<file path="src/common/sb_defs.svh">
`ifndef SB_DEFS_SVH
`define SB_DEFS_SVH

// widths
`define SB_PKT_W        64
`define SB_MSG_NO_W     4
`define SB_INFO_W       3
`define SB_DATA_W       16
`define SB_STATE_W      4

// packet field positions, low and high bit
`define SB_OP_LO        0
`define SB_OP_HI        4
`define SB_CODE_LO      14
`define SB_CODE_HI      21
// subcode carries the message number in its low nibble
`define SB_SUB_LO       22
`define SB_SUB_HI       29
`define SB_INFO_LO      30
`define SB_INFO_HI      32
`define SB_DATA_LO      33
`define SB_DATA_HI      48
`define SB_PAR_BIT      63

// opcodes and message codes
`define SB_OP_NODATA    5'h12
`define SB_OP_DATA      5'h1B
`define SB_CODE_RDI_REQ 8'h01
`define SB_CODE_RDI_RSP 8'h02
`define SB_CODE_MB      8'h85

// buffering and serializer pacing
`define SB_FIFO_DEPTH   4
`define SB_SER_CYCLES   64
`define SB_GAP_CYCLES   32

`endif

</file>
<file path="src/common/sb_pkg.sv">
`include "sb_defs.svh"

package sb_pkg;

    // one sideband packet, parity in the top bit
    typedef logic [`SB_PKT_W-1:0] sb_pkt_t;

    // link training state machine states
    typedef enum logic [`SB_STATE_W-1:0] {
        RESET            = 4'd0,
        FINISH_RESET     = 4'd1,
        SBINIT           = 4'd2,
        MBINIT           = 4'd3,
        MBTRAIN          = 4'd4,
        LINKINIT         = 4'd5,
        // link up, mainband owned by the adapter
        ACTIVE           = 4'd6,
        TRAINERROR_HS    = 4'd7,
        TRAINERROR       = 4'd8,
        LINKMGMT_RETRAIN = 4'd9,
        PHYRETRAIN       = 4'd10,
        // low power states
        L1               = 4'd11,
        L2               = 4'd12
    } ltsm_state_t;

endpackage

</file>
<file path="src/tx/sb_rdi_tx_encoder.sv">
`include "sb_defs.svh"

module sb_rdi_tx_encoder (
    input  logic                    i_sb_clk,
    input  logic                    i_reset,
    input  logic                    i_msg_valid,
    input  logic [`SB_MSG_NO_W-1:0] i_msg_no,
    input  logic                    i_grant,
    output logic                    o_req,
    output sb_pkg::sb_pkt_t         o_pkt,
    output logic                    o_msg_done
);

    sb_pkg::sb_pkt_t pkt_d;
    logic            accept;

    // slot is free only while no request is pending
    assign accept = i_msg_valid & ~o_req;

    // nodata request packet, message number in subcode low nibble
    always_comb begin
        pkt_d = '0;
        pkt_d[`SB_OP_HI:`SB_OP_LO] = `SB_OP_NODATA;
        pkt_d[`SB_CODE_HI:`SB_CODE_LO] = `SB_CODE_RDI_REQ;
        pkt_d[`SB_SUB_LO +: `SB_MSG_NO_W] = i_msg_no;
        // even parity over the whole packet
        pkt_d[`SB_PAR_BIT] = ^pkt_d;
    end

    // request held until the arbiter writes the packet
    always_ff @(posedge i_sb_clk) begin
        if (i_reset) begin
            o_req <= 1'b0;
        end else if (accept) begin
            o_req <= 1'b1;
        end else if (i_grant) begin
            o_req <= 1'b0;
        end
    end

    always_ff @(posedge i_sb_clk) begin
        if (accept) begin
            o_pkt <= pkt_d;
        end
    end

    // done in the cycle the fifo write happens
    assign o_msg_done = i_grant & o_req;

endmodule

</file>
<file path="src/tx/sb_mb_tx_encoder.sv">
`include "sb_defs.svh"

module sb_mb_tx_encoder (
    input  logic                    i_sb_clk,
    input  logic                    i_reset,
    input  logic                    i_msg_valid,
    input  logic [`SB_MSG_NO_W-1:0] i_msg_no,
    input  logic [`SB_INFO_W-1:0]   i_msg_info,
    input  logic [`SB_DATA_W-1:0]   i_data_bus,
    input  logic                    i_grant,
    output logic                    o_req,
    output sb_pkg::sb_pkt_t         o_pkt,
    output logic                    o_busy
);

    sb_pkg::sb_pkt_t pkt_d;
    logic            accept;

    // strobes while a packet is pending are dropped
    assign accept = i_msg_valid & ~o_req;

    // data packet for training messages
    always_comb begin
        pkt_d = '0;
        pkt_d[`SB_OP_HI:`SB_OP_LO] = `SB_OP_DATA;
        pkt_d[`SB_CODE_HI:`SB_CODE_LO] = `SB_CODE_MB;
        // upper subcode nibble stays zero
        pkt_d[`SB_SUB_LO +: `SB_MSG_NO_W] = i_msg_no;
        pkt_d[`SB_INFO_HI:`SB_INFO_LO] = i_msg_info;
        pkt_d[`SB_DATA_HI:`SB_DATA_LO] = i_data_bus;
        // parity bit is still zero here, so xor of all bits works
        pkt_d[`SB_PAR_BIT] = ^pkt_d;
    end

    // pending slot
    always_ff @(posedge i_sb_clk) begin
        if (i_reset) begin
            o_req <= 1'b0;
        end else if (accept) begin
            o_req <= 1'b1;
        end else if (i_grant) begin
            o_req <= 1'b0;
        end
    end

    always_ff @(posedge i_sb_clk) begin
        if (accept) begin
            o_pkt <= pkt_d;
        end
    end

    // busy from the cycle after the strobe
    // until the cycle after the grant
    // also stays up while the fifo is full
    assign o_busy = o_req;

endmodule

</file>
<file path="src/tx/sb_tx_arbiter.sv">
module sb_tx_arbiter (
    input  logic            i_rdi_req,
    input  sb_pkg::sb_pkt_t i_rdi_pkt,
    input  logic            i_mb_req,
    input  sb_pkg::sb_pkt_t i_mb_pkt,
    input  logic            i_fifo_full,
    output logic            o_rdi_grant,
    output logic            o_mb_grant,
    output logic            o_wr_en,
    output sb_pkg::sb_pkt_t o_wr_data
);

    logic room;

    // no grant at all while the fifo is full
    assign room = ~i_fifo_full;

    // fixed priority with rdi first
    always_comb begin
        o_rdi_grant = 1'b0;
        o_mb_grant  = 1'b0;
        if (room) begin
            if (i_rdi_req) begin
                o_rdi_grant = 1'b1;
            end else if (i_mb_req) begin
                o_mb_grant = 1'b1;
            end
        end
    end

    // one writer per cycle
    assign o_wr_en = o_rdi_grant | o_mb_grant;

    // mb data whenever rdi is not granted
    always_comb begin
        if (o_rdi_grant) begin
            o_wr_data = i_rdi_pkt;
        end else begin
            o_wr_data = i_mb_pkt;
        end
    end

endmodule

</file>
<file path="src/tx/sb_tx_fifo.sv">
`include "sb_defs.svh"

module sb_tx_fifo #(
    parameter int DEPTH = `SB_FIFO_DEPTH
) (
    input  logic            i_sb_clk,
    input  logic            i_reset,
    input  logic            i_wr_en,
    input  sb_pkg::sb_pkt_t i_wr_data,
    input  logic            i_pop,
    output sb_pkg::sb_pkt_t o_head,
    output logic            o_empty,
    output logic            o_full
);

    localparam int PTR_W = (DEPTH > 1) ? $clog2(DEPTH) : 1;
    localparam int CNT_W = $clog2(DEPTH + 1);

    sb_pkg::sb_pkt_t mem [DEPTH];
    logic [PTR_W-1:0] wr_ptr;
    logic [PTR_W-1:0] rd_ptr;
    logic [CNT_W-1:0] count;
    logic             do_wr;
    logic             do_rd;

    // qualify against full and empty
    assign do_wr = i_wr_en & ~o_full;
    assign do_rd = i_pop & ~o_empty;

    // packet storage
    always_ff @(posedge i_sb_clk) begin
        if (do_wr) begin
            mem[wr_ptr] <= i_wr_data;
        end
    end

    // pointers wrap at depth so depth need not be a power of two
    always_ff @(posedge i_sb_clk) begin
        if (i_reset) begin
            wr_ptr <= '0;
            rd_ptr <= '0;
            count  <= '0;
        end else begin
            if (do_wr) begin
                wr_ptr <= (wr_ptr == PTR_W'(DEPTH - 1)) ? '0 : wr_ptr + 1'b1;
            end
            if (do_rd) begin
                rd_ptr <= (rd_ptr == PTR_W'(DEPTH - 1)) ? '0 : rd_ptr + 1'b1;
            end
            // simultaneous write and pop leaves count unchanged
            if (do_wr && !do_rd) begin
                count <= count + 1'b1;
            end else if (do_rd && !do_wr) begin
                count <= count - 1'b1;
            end
        end
    end

    // first word fall through
    assign o_head  = mem[rd_ptr];
    assign o_empty = (count == '0);
    assign o_full  = (count == CNT_W'(DEPTH));

endmodule

</file>
<file path="src/tx/sb_ser_ctrl.sv">
`include "sb_defs.svh"

module sb_ser_ctrl (
    input  logic            i_sb_clk,
    input  logic            i_reset,
    input  logic            i_empty,
    input  sb_pkg::sb_pkt_t i_head,
    output logic            o_pop,
    output logic            o_ser_en,
    output sb_pkg::sb_pkt_t o_ser_data
);

    localparam int MAX_CYC = (`SB_SER_CYCLES > `SB_GAP_CYCLES) ?
                             `SB_SER_CYCLES : `SB_GAP_CYCLES;
    localparam int CNT_W   = $clog2(MAX_CYC);

    typedef enum logic [1:0] {
        ST_IDLE,
        ST_SHIFT,
        ST_GAP
    } state_t;

    state_t           state;
    logic [CNT_W-1:0] cnt;

    // pop the head as soon as idle and something is queued
    assign o_pop = (state == ST_IDLE) & ~i_empty;

    always_ff @(posedge i_sb_clk) begin
        if (i_reset) begin
            state <= ST_IDLE;
            cnt   <= '0;
        end else begin
            case (state)
                ST_IDLE: begin
                    cnt <= '0;
                    if (o_pop) begin
                        state <= ST_SHIFT;
                    end
                end
                // serializer clock enabled for one packet
                ST_SHIFT: begin
                    if (cnt == CNT_W'(`SB_SER_CYCLES - 1)) begin
                        cnt   <= '0;
                        state <= ST_GAP;
                    end else begin
                        cnt <= cnt + 1'b1;
                    end
                end
                // idle gap between packets
                ST_GAP: begin
                    if (cnt == CNT_W'(`SB_GAP_CYCLES - 1)) begin
                        cnt   <= '0;
                        state <= ST_IDLE;
                    end else begin
                        cnt <= cnt + 1'b1;
                    end
                end
                default: begin
                    state <= ST_IDLE;
                end
            endcase
        end
    end

    // packet held stable for the whole enable window
    always_ff @(posedge i_sb_clk) begin
        if (o_pop) begin
            o_ser_data <= i_head;
        end
    end

    assign o_ser_en = (state == ST_SHIFT);

endmodule

</file>
<file path="src/sb_rx_dispatch.sv">
`include "sb_defs.svh"

module sb_rx_dispatch (
    input  logic                    i_sb_clk,
    input  logic                    i_reset,
    input  sb_pkg::ltsm_state_t     i_state,
    input  logic                    i_deser_done,
    input  sb_pkg::sb_pkt_t         i_deser_data,
    output logic                    o_msg_valid_rdi,
    output logic [`SB_MSG_NO_W-1:0] o_msg_no_rdi,
    output logic                    o_mb_msg_valid,
    output logic [`SB_MSG_NO_W-1:0] o_mb_msg_no,
    output logic [`SB_INFO_W-1:0]   o_mb_msg_info,
    output logic [`SB_DATA_W-1:0]   o_mb_data,
    output logic                    o_parity_error
);

    logic [`SB_CODE_HI-`SB_CODE_LO:0] code;
    logic                             par_ok;
    logic                             is_rdi;
    logic                             in_training;
    logic                             to_rdi;
    logic                             to_mb;

    assign code   = i_deser_data[`SB_CODE_HI:`SB_CODE_LO];
    // even parity, xor of every bit is zero
    assign par_ok = ~^i_deser_data;
    assign is_rdi = (code == `SB_CODE_RDI_REQ) || (code == `SB_CODE_RDI_RSP);

    // states where the training fsm owns the sideband
    assign in_training = (i_state == sb_pkg::RESET)         ||
                         (i_state == sb_pkg::SBINIT)        ||
                         (i_state == sb_pkg::MBINIT)        ||
                         (i_state == sb_pkg::MBTRAIN)       ||
                         (i_state == sb_pkg::TRAINERROR_HS) ||
                         (i_state == sb_pkg::PHYRETRAIN);

    assign to_rdi = i_deser_done & par_ok & is_rdi;
    // non-rdi packets outside training are dropped
    assign to_mb  = i_deser_done & par_ok & ~is_rdi & in_training;

    // one-cycle pulses
    always_ff @(posedge i_sb_clk) begin
        if (i_reset) begin
            o_msg_valid_rdi <= 1'b0;
            o_mb_msg_valid  <= 1'b0;
            o_parity_error  <= 1'b0;
        end else begin
            o_msg_valid_rdi <= to_rdi;
            o_mb_msg_valid  <= to_mb;
            o_parity_error  <= i_deser_done & ~par_ok;
        end
    end

    // payload fields, loaded only on their own route
    always_ff @(posedge i_sb_clk) begin
        if (to_rdi) begin
            o_msg_no_rdi <= i_deser_data[`SB_SUB_LO +: `SB_MSG_NO_W];
        end
        if (to_mb) begin
            o_mb_msg_no   <= i_deser_data[`SB_SUB_LO +: `SB_MSG_NO_W];
            o_mb_msg_info <= i_deser_data[`SB_INFO_HI:`SB_INFO_LO];
            o_mb_data     <= i_deser_data[`SB_DATA_HI:`SB_DATA_LO];
        end
    end

endmodule

</file>
<file path="src/sb_top.sv">
`include "sb_defs.svh"

module sb_top (
    input  logic                    i_sb_clk,
    input  logic                    i_reset,
    // rdi message source
    input  logic                    i_msg_valid_rdi,
    input  logic [`SB_MSG_NO_W-1:0] i_msg_no_rdi,
    // mainband training message source
    input  logic                    i_msg_valid,
    input  logic [`SB_MSG_NO_W-1:0] i_msg_no,
    input  logic [`SB_INFO_W-1:0]   i_msg_info,
    input  logic [`SB_DATA_W-1:0]   i_data_bus,
    input  sb_pkg::ltsm_state_t     i_state,
    // deserializer side
    input  logic                    i_deser_done,
    input  sb_pkg::sb_pkt_t         i_deser_data,
    output logic                    o_msg_done_rdi,
    output logic                    o_busy,
    // serializer side
    output sb_pkg::sb_pkt_t         o_fifo_data,
    output logic                    o_ser_en,
    output logic                    o_mb_fifo_empty,
    // received messages
    output logic                    o_msg_valid_rdi,
    output logic [`SB_MSG_NO_W-1:0] o_msg_no_rdi,
    output logic                    o_mb_msg_valid,
    output logic [`SB_MSG_NO_W-1:0] o_mb_msg_no,
    output logic [`SB_INFO_W-1:0]   o_mb_msg_info,
    output logic [`SB_DATA_W-1:0]   o_mb_data,
    output logic                    o_parity_error
);

    // encoder to arbiter
    logic            rdi_req;
    logic            mb_req;
    logic            rdi_grant;
    logic            mb_grant;
    sb_pkg::sb_pkt_t rdi_pkt;
    sb_pkg::sb_pkt_t mb_pkt;

    // arbiter to fifo, fifo to serializer control
    logic            fifo_wr_en;
    sb_pkg::sb_pkt_t fifo_wr_data;
    sb_pkg::sb_pkt_t fifo_head;
    logic            fifo_empty;
    logic            fifo_full;
    logic            fifo_pop;

    assign o_mb_fifo_empty = fifo_empty;

    sb_rdi_tx_encoder u_rdi_enc (
        .i_sb_clk    (i_sb_clk),
        .i_reset     (i_reset),
        .i_msg_valid (i_msg_valid_rdi),
        .i_msg_no    (i_msg_no_rdi),
        .i_grant     (rdi_grant),
        .o_req       (rdi_req),
        .o_pkt       (rdi_pkt),
        .o_msg_done  (o_msg_done_rdi)
    );

    sb_mb_tx_encoder u_mb_enc (
        .i_sb_clk    (i_sb_clk),
        .i_reset     (i_reset),
        .i_msg_valid (i_msg_valid),
        .i_msg_no    (i_msg_no),
        .i_msg_info  (i_msg_info),
        .i_data_bus  (i_data_bus),
        .i_grant     (mb_grant),
        .o_req       (mb_req),
        .o_pkt       (mb_pkt),
        .o_busy      (o_busy)
    );

    // rdi wins when both sources are pending
    sb_tx_arbiter u_arb (
        .i_rdi_req   (rdi_req),
        .i_rdi_pkt   (rdi_pkt),
        .i_mb_req    (mb_req),
        .i_mb_pkt    (mb_pkt),
        .i_fifo_full (fifo_full),
        .o_rdi_grant (rdi_grant),
        .o_mb_grant  (mb_grant),
        .o_wr_en     (fifo_wr_en),
        .o_wr_data   (fifo_wr_data)
    );

    sb_tx_fifo #(
        .DEPTH (`SB_FIFO_DEPTH)
    ) u_tx_fifo (
        .i_sb_clk  (i_sb_clk),
        .i_reset   (i_reset),
        .i_wr_en   (fifo_wr_en),
        .i_wr_data (fifo_wr_data),
        .i_pop     (fifo_pop),
        .o_head    (fifo_head),
        .o_empty   (fifo_empty),
        .o_full    (fifo_full)
    );

    sb_ser_ctrl u_ser_ctrl (
        .i_sb_clk   (i_sb_clk),
        .i_reset    (i_reset),
        .i_empty    (fifo_empty),
        .i_head     (fifo_head),
        .o_pop      (fifo_pop),
        .o_ser_en   (o_ser_en),
        .o_ser_data (o_fifo_data)
    );

    sb_rx_dispatch u_rx_dispatch (
        .i_sb_clk        (i_sb_clk),
        .i_reset         (i_reset),
        .i_state         (i_state),
        .i_deser_done    (i_deser_done),
        .i_deser_data    (i_deser_data),
        .o_msg_valid_rdi (o_msg_valid_rdi),
        .o_msg_no_rdi    (o_msg_no_rdi),
        .o_mb_msg_valid  (o_mb_msg_valid),
        .o_mb_msg_no     (o_mb_msg_no),
        .o_mb_msg_info   (o_mb_msg_info),
        .o_mb_data       (o_mb_data),
        .o_parity_error  (o_parity_error)
    );

endmodule

</file>
<file path="config.mk">
export PLATFORM = sky130hd
export DESIGN_NAME = sb_top
export DESIGN_NICKNAME = d
export VERILOG_FILES = /design/src/common/sb_pkg.sv /design/src/tx/sb_rdi_tx_encoder.sv /design/src/tx/sb_mb_tx_encoder.sv /design/src/tx/sb_tx_arbiter.sv /design/src/tx/sb_tx_fifo.sv /design/src/tx/sb_ser_ctrl.sv /design/src/sb_rx_dispatch.sv /design/src/sb_top.sv
export VERILOG_INCLUDE_DIRS = /design/src /design/src/common
export SDC_FILE = /design/constraint.sdc
export NUM_CORES = 1
export LEC_CHECK = 0
export ABC_CLOCK_PERIOD_IN_PS = 5600
export BUFFER_PORTS_ARGS = -buffer_cell sky130_fd_sc_hd__buf_2
export CORE_MARGIN = 8
export CORE_UTILIZATION = 55
export CTS_CLUSTER_SIZE = 20
export DETAILED_ROUTE_END_ITERATION = 16
export HOLD_SLACK_MARGIN = 0.06
export PLACE_DENSITY = 0.8
export SLEW_MARGIN = 20
export SYNTH_ARGS = -nofsm -noshare
export SYNTH_HDL_FRONTEND = slang
export SYNTH_HIERARCHICAL = 1
export SYNTH_SLANG_ARGS = --single-unit
</file>
<file path="constraint.sdc">
create_clock -name i_sb_clk -period 5.6 [get_ports i_sb_clk]
set_input_delay 0.56 -clock i_sb_clk [delete_from_list [all_inputs] [get_ports i_sb_clk]]
set_output_delay 0.56 -clock i_sb_clk [all_outputs]
set_load 0.05 [all_outputs]
</file>
# Word level (Yosys, flattened, before mapping)
# Memory sizes are Yosys's and may differ from the RTL's. A register that Yosys moved wholly into a read port is not among the register bits.
# Cells that the tools add are included.
dict set report word_totals {
  ff_bits 76
  ramBits 256
  input_bits 100
  output_inout_bits 98
  wordCells 101
  n_memories 1
}
# name words width read_ports rd_clocked_by_memory_dff wr line_no
set mem_list {}
lappend mem_list {u_tx_fifo.mem 4 64 1 1 1 sb_tx_fifo.sv:19} ;# sb_pkg::sb_pkt_t mem [DEPTH];
dict set report classes {
  addsub 5
  eq_ne 17
  muxes 23
  bitwise 18
  reduce_logical 21
}
# cell count
set op_table {}
lappend op_table {{64-bit XOR reduction} 2}
lappend op_table {{64-bit 2-to-1 mux} 1}
lappend op_table {{64-bit XNOR reduction} 1}
lappend op_table {{6-bit case mux with 3 select lines} 1}
lappend op_table {{6-bit 2-to-1 mux} 2}
lappend op_table {{1-bit AND} 11}
lappend op_table {{1-bit 2-to-1 mux} 11}
lappend op_table {{2-bit 2-to-1 mux} 5}
lappend op_table {{4-bit by 2-bit equality test with 1-bit output, second input constant} 2}
lappend op_table {{4-bit by 3-bit equality test with 1-bit output, second input constant} 2}
lappend op_table {{8-bit by 1-bit equality test with 1-bit output, second input constant} 1}
lappend op_table {{8-bit by 2-bit equality test with 1-bit output, second input constant} 1}
lappend op_table {{6-bit by 1-bit adder with 6-bit output, second input constant} 1}
lappend op_table {{2-bit equality test, second input constant} 3}
lappend op_table {{6-bit by 5-bit equality test with 1-bit output, second input constant} 1}
lappend op_table {{6-bit equality test, second input constant} 1}
lappend op_table {{1-bit logical OR} 6}
lappend op_table {{3-bit 2-to-1 mux} 2}
lappend op_table {{1-bit inverter} 6}
lappend op_table {{2-bit case mux with 3 select lines} 1}
lappend op_table {{2-bit nonzero test} 3}
lappend op_table {{2-bit by 1-bit adder with 2-bit output, second input constant} 2}
lappend op_table {{4-bit equality test, second input constant} 1}
lappend op_table {{4-bit zero test} 1}
lappend op_table {{13 further kinds} 16}

# Longest topological paths before layout
dict set report logic_depth {
  word_depth 9
  depth_mapped 12
  ltp_nobuf 11
}

# Hierarchy
# Netlist, hierarchy kept.
# module n_inst cells_per_inst area_each_um2 seq_area_each_um2
set by_module_without_submodules {}
lappend by_module_without_submodules {sb_tx_fifo 1 384 9733.1 7867.5}
lappend by_module_without_submodules {sb_ser_ctrl 1 123 2438.6 2082.0}
lappend by_module_without_submodules {sb_rx_dispatch 1 110 1580.3 870.8}
lappend by_module_without_submodules {sb_mb_tx_encoder 1 92 1271.2 740.7}
lappend by_module_without_submodules {sb_tx_arbiter 1 76 1048.5 0.0}
lappend by_module_without_submodules {sb_rdi_tx_encoder 1 74 671.9 170.2}

# Worst setup path before layout
# Ideal clock, no wire load.
dict set report synth_path {
  path_kind {register -> register}
  from {reg u_tx_fifo.count[0]}
  to {reg u_tx_fifo.count[2]}
  setup_time_ps 70
  t_arrival_ps 5279
  t_required_ps 5530
  setup_slack_ps 250
  path_stages_with_launch 10
  path_buffers 0
  synth_period_minus_slack_ps 5350
  cell_sequence {dfxtp_1 > nor3_1 > nor2b_1 > o31ai_2 > ha_1 > inv_1 > fa_1 > xor2_1 > or3_2 > a21oi_1}
}
dict set report synth_via {
  elab_chain_cells 7
  elab_cells_between_ends 19
  cone_classes {2 x add/sub; 1 x eq/ne; 4 x mux; 6 x bitwise; 6 x reduce/logical}
}
# item line_no
set synth_lines {}
lappend synth_lines {{start, declared} sb_tx_fifo.sv:22} ;# logic [CNT_W-1:0] count;
lappend synth_lines {{start signal, assigned} sb_tx_fifo.sv:52} ;# count <= count + 1'b1;
lappend synth_lines {{start signal, assigned} sb_tx_fifo.sv:54} ;# count <= count - 1'b1;
lappend synth_lines {{3-bit zero test (*)} sb_tx_fifo.sv:61} ;# assign o_empty = (count == '0);
lappend synth_lines {{via o_mb_fifo_empty} sb_top.sv:23} ;# output logic o_mb_fifo_empty,
lappend synth_lines {{1-bit inverter (*)} sb_ser_ctrl.sv:27} ;# assign o_pop = (state == ST_IDLE) & ~i_empty;
lappend synth_lines {{1-bit AND (*)} sb_ser_ctrl.sv:27}
lappend synth_lines {{via fifo_pop} sb_top.sv:48} ;# logic fifo_pop;
lappend synth_lines {{1-bit AND (*)} sb_tx_fifo.sv:28} ;# assign do_rd = i_pop & ~o_empty;
lappend synth_lines {{1-bit zero test} sb_tx_fifo.sv:51} ;# if (do_wr && !do_rd) begin
lappend synth_lines {{1-bit logical AND} sb_tx_fifo.sv:51}
lappend synth_lines {{3-bit 2-to-1 mux / 2-bit nonzero test (equally long branches)} -}
# The timed path passes the listed nets; every way through them passes the cells marked *. The select of a mux whose other input is x is not followed.
# A chain may end at the register's enable or synchronous reset.

# Worst setup path after layout
dict set report layout_path {
  from {in i_deser_data[18]}
  to {reg u_rx_dispatch.o_mb_msg_no[0], enable pin}
}
dict set report layout_via {
  elab_chain_cells 5
  elab_cells_between_ends 8
  cone_classes {2 x eq/ne; 4 x bitwise; 2 x reduce/logical}
}
# item line_no
set layout_lines {}
lappend layout_lines {{start, declared} sb_top.sv:17} ;# input sb_pkg::sb_pkt_t i_deser_data,
lappend layout_lines {{branches (longest 3 deep; another with 64-bit XNOR reduction)} -}
lappend layout_lines {{1-bit AND (*) (2 in a row)} sb_rx_dispatch.sv:40} ;# assign to_mb = i_deser_done & par_ok & ~is_rdi & in_training;
lappend layout_lines {{via u_rx_dispatch.to_mb} sb_rx_dispatch.sv:23} ;# logic to_mb;
lappend layout_lines {{end signal, assigned} sb_rx_dispatch.sv:61} ;# o_mb_msg_no <= i_deser_data[`SB_SUB_LO +: `SB_MSG_NO_W];
lappend layout_lines {{end, declared} sb_rx_dispatch.sv:12} ;# output logic [`SB_MSG_NO_W-1:0] o_mb_msg_no,
# Mark *: on every way through the listed nets, which the timed path passes.

==> results.toml <==
[outcome]
outcome = "complete, no violations"

[sta]
tightest_slew_ns = 1.054
rsz0062_at_grt = "no"
tns_ns = 0
finalSetupViolCount = 0
slew_violations = 0
slew_headroom_pct = 29.73
timing.fmax_ghz = 0.3254
fin_worst_skew_ns = 0.02126
finalCriticalPeriod_ns = 3.073
hold_viol_final = 0
post-route-period-util_pct = 54.88

[setup_path]
r2r-end = "u_tx_fifo/count[2]"
criticalPathCategory = "input port to flop"
regToRegStartpoint = "u_tx_fifo/count[0]"
worst-r2r-setup-slack_ns = 2.60
r2r_cells = 11
start_kind = "input port"
required_ns = 5.73
crit_path_end_kind = "flop"
arrival_ns = 3.20
crit_path_max_fanout = 23

[floorplan]
die_h_um = 190.5
boundaryPins = 198
rows = 64
core_um2 = 30270
die_w_um = 190.5
die-area_um2 = 36280
initial_core_util_pct = 55.32

[global_routing]
grt_pass1_wl_mm = 45.22
grt_max_degree = 65
first_global_vias = 8398
grt_usage_pct = 16.09
antenna_found_initial = 1
grt_overflow = 0

[cts]
cts.sinks = 398
cts_inserted_buffers = 41
cts_resized = 0
ctsLongestPathBuffers = 3
cts_hold_buf = 0
cts_tree = "built"
cts.clk_slew.worst_paths_ns = 0.06
clk_latency_ns = 0.53
htreeDepth = 2
postCtsSetupRepairBufs = 0
cts_root_buf = "clkbuf_16"

[synth]
syn_area_per_cell_um2 = 19.49
ys_warn_count = 6
ys_ff_latch = 398
synth_area_leaders = "edfxtp_1 (67%), mux4_2 (8.6%), buf_4 (4.5%), mux2_4 (4.4%), xnor2_1 (3.5%)"
synth_top_area_share_pct = 67.43
syn_area_um2 = 16740
yosysUniqueCellTypes = 53
syn_inst = 859
yosys.area.top_type = "edfxtp_1"
synth-async-reset-ratio_pct = 0
synth-seq-area-share_pct = 70.06
synth_edf_count = 376
ys.flop_type = "edfxtp_1"

[placed_design]
dp_hpwl_mm = 18.22
portBuffers = 197
globalplace.congestion = 0.7546

[hold_path]
hold_path_class = "input port to flop"
hold_path_startpoint = "i_msg_info[1]"
min_to = "u_mb_enc/o_pkt[31]"
hold_path_depth = 1

[final_layout]
drive_above_1_share_pct = 36.47
finalNetCount = 1191
layout_commonest_cell = "edfxtp_1"
utilization_pct = 62.50
mostFrequentLayoutCells = "edfxtp_1 (376), buf_2 (197), conb_1 (99)"
syn_to_final_growth_pct = 12.98

[routing]
antenna_left = 0
vias = 7567
via_per_inst = 5.038
drtIter0Drc = 445
remaining_drc_errors = 0
wl_mm = 29.22
wl_per_cell_um = 19.46
dr.pass1.iters = 4

[power]
ir_drop_uv = 315.9
p_leak_nw = 6.914
power_density_nw_per_um2 = 545.3

[flow_run]
drv_cap = 0
[flip-flops by register name, indices dropped and copies added, names as in the netlist, named ones only]
register,count
u_rx_dispatch/o_mb_msg_info,3
u_tx_fifo/mem,256
u_tx_fifo/rd_ptr,2
u_tx_fifo/wr_ptr,2
u_rdi_enc/o_req,1
u_rx_dispatch/o_msg_no_rdi,4
u_rx_dispatch/o_mb_msg_no,4
u_rx_dispatch/o_mb_msg_valid,1
u_ser_ctrl/o_ser_data,64
u_tx_fifo/count,3
u_rx_dispatch/o_mb_data,16
u_ser_ctrl/state,2
u_mb_enc/o_pkt,24
u_rx_dispatch/o_msg_valid_rdi,1
u_rx_dispatch/o_parity_error,1
u_rdi_enc/o_pkt,5
u_ser_ctrl/cnt,6
u_mb_enc/o_busy,1
[worst max-delay path, stage by stage]
cell	delay [ns]
buf_2	0.08
inv_1	0.03
ha_1	0.29
xnor2_1	0.21
xnor2_1	0.15
xnor2_1	0.14
xnor3_1	0.41
xnor3_2	0.45
and3_1	0.87
[metrics by stage]
step / power [W] / worst slack, ns / std cells / hold WS [ns] / cell area [µm²]
finish: 0.01031 / 2.527 / 1502 / 0.2352 / 18920
floorplan: 0.007149 / 0.2505 / 954 / 0.4634 / 17100
global placement: 0.007787 / 2.070 / 1426 / 0.4670 / 17640
global route: 0.01078 / 2.326 / 1502 / 0.2151 / 18920
CTS: 0.01047 / 2.529 / 1501 / 0.2113 / 18910
detailed placement: 0.007870 / 1.965 / 1426 / 0.4818 / 17640
[kinds of logic (layout without fill, tap and decap cells)]
kind of cell | Yosys count | count (layout) | share of synthesized area, %
AO/OA/AOI/OAI | 19 | 19 | 0.9415
XOR/XNOR | 83 | 83 | 4.723
adder cells (fa/ha/maj) | 18 | 18 | 1.390
buffers and inverters | 143 | 294 | 6.412
flip-flops | 398 | 398 | 70.06
multiplexers | 134 | 134 | 14.40
other | 4 | 100 | 0.08965
AND/OR/NAND/NOR | 60 | 60 | 1.980
[worst max-delay path by stage]
stage                            start                      endpoint  depth (start not counted)
floorplan           u_tx_fifo/count[0]            u_tx_fifo/count[2]                          9
global placement      i_deser_data[18]    u_rx_dispatch/o_mb_data[5]                          9
detailed placement    i_deser_data[18]   u_rx_dispatch/o_mb_data[15]                          9
CTS                   i_deser_data[18]  u_rx_dispatch/o_mb_msg_no[0]                          9
global route          i_deser_data[18]  u_rx_dispatch/o_mb_msg_no[0]                          9
finish                i_deser_data[18]  u_rx_dispatch/o_mb_msg_no[0]                          9
[synthesized netlist by cell type, drive strengths merged, types with 2 or more instances]
cell type  number
mux2           65
xnor2          67
mux2i           5
nor2           17
edfxtp        376
o31ai           2
and3            8
nand2b          2
mux4           64
o21ai           4
nand2           9
nand3           4
nor3b           2
xor2           12
conb            4
buf           123
clkbuf          2
or3             2
inv            17
nor2b           5
a21oi           7
xnor3           4
ha             17
nor3            5
dfxtp          22
[layer usage]
layer,track usage (%),share of wire (%)
met5,0,0
met4,3.878,1.5
met3,4.865,7.6
met2,29.07,52
met1,18.45,38
[power breakdown]
group	leakage [nW]	internal, W	switching (W)	total, W
registers	3.66	0.00421	0.000307	0.00451
logic	2.64	0.00102	0.00221	0.00323
clock network	0.617	0.00151	0.00106	0.00257
total	6.91	0.00673	0.00358	0.0103
[cell type report]
type                    count  area, µm²
diodes                      1      2.502
repair buffers            201       1016
inverters                  18      72.57
clock inverters            16      177.7
fillers                  2175      11350
multi-input cells         413       4320
flip-flops and latches    398      11740
clock buffers              59       1094
well taps                 396      495.5
No activity file was read; power rests on OpenSTA's default activity.
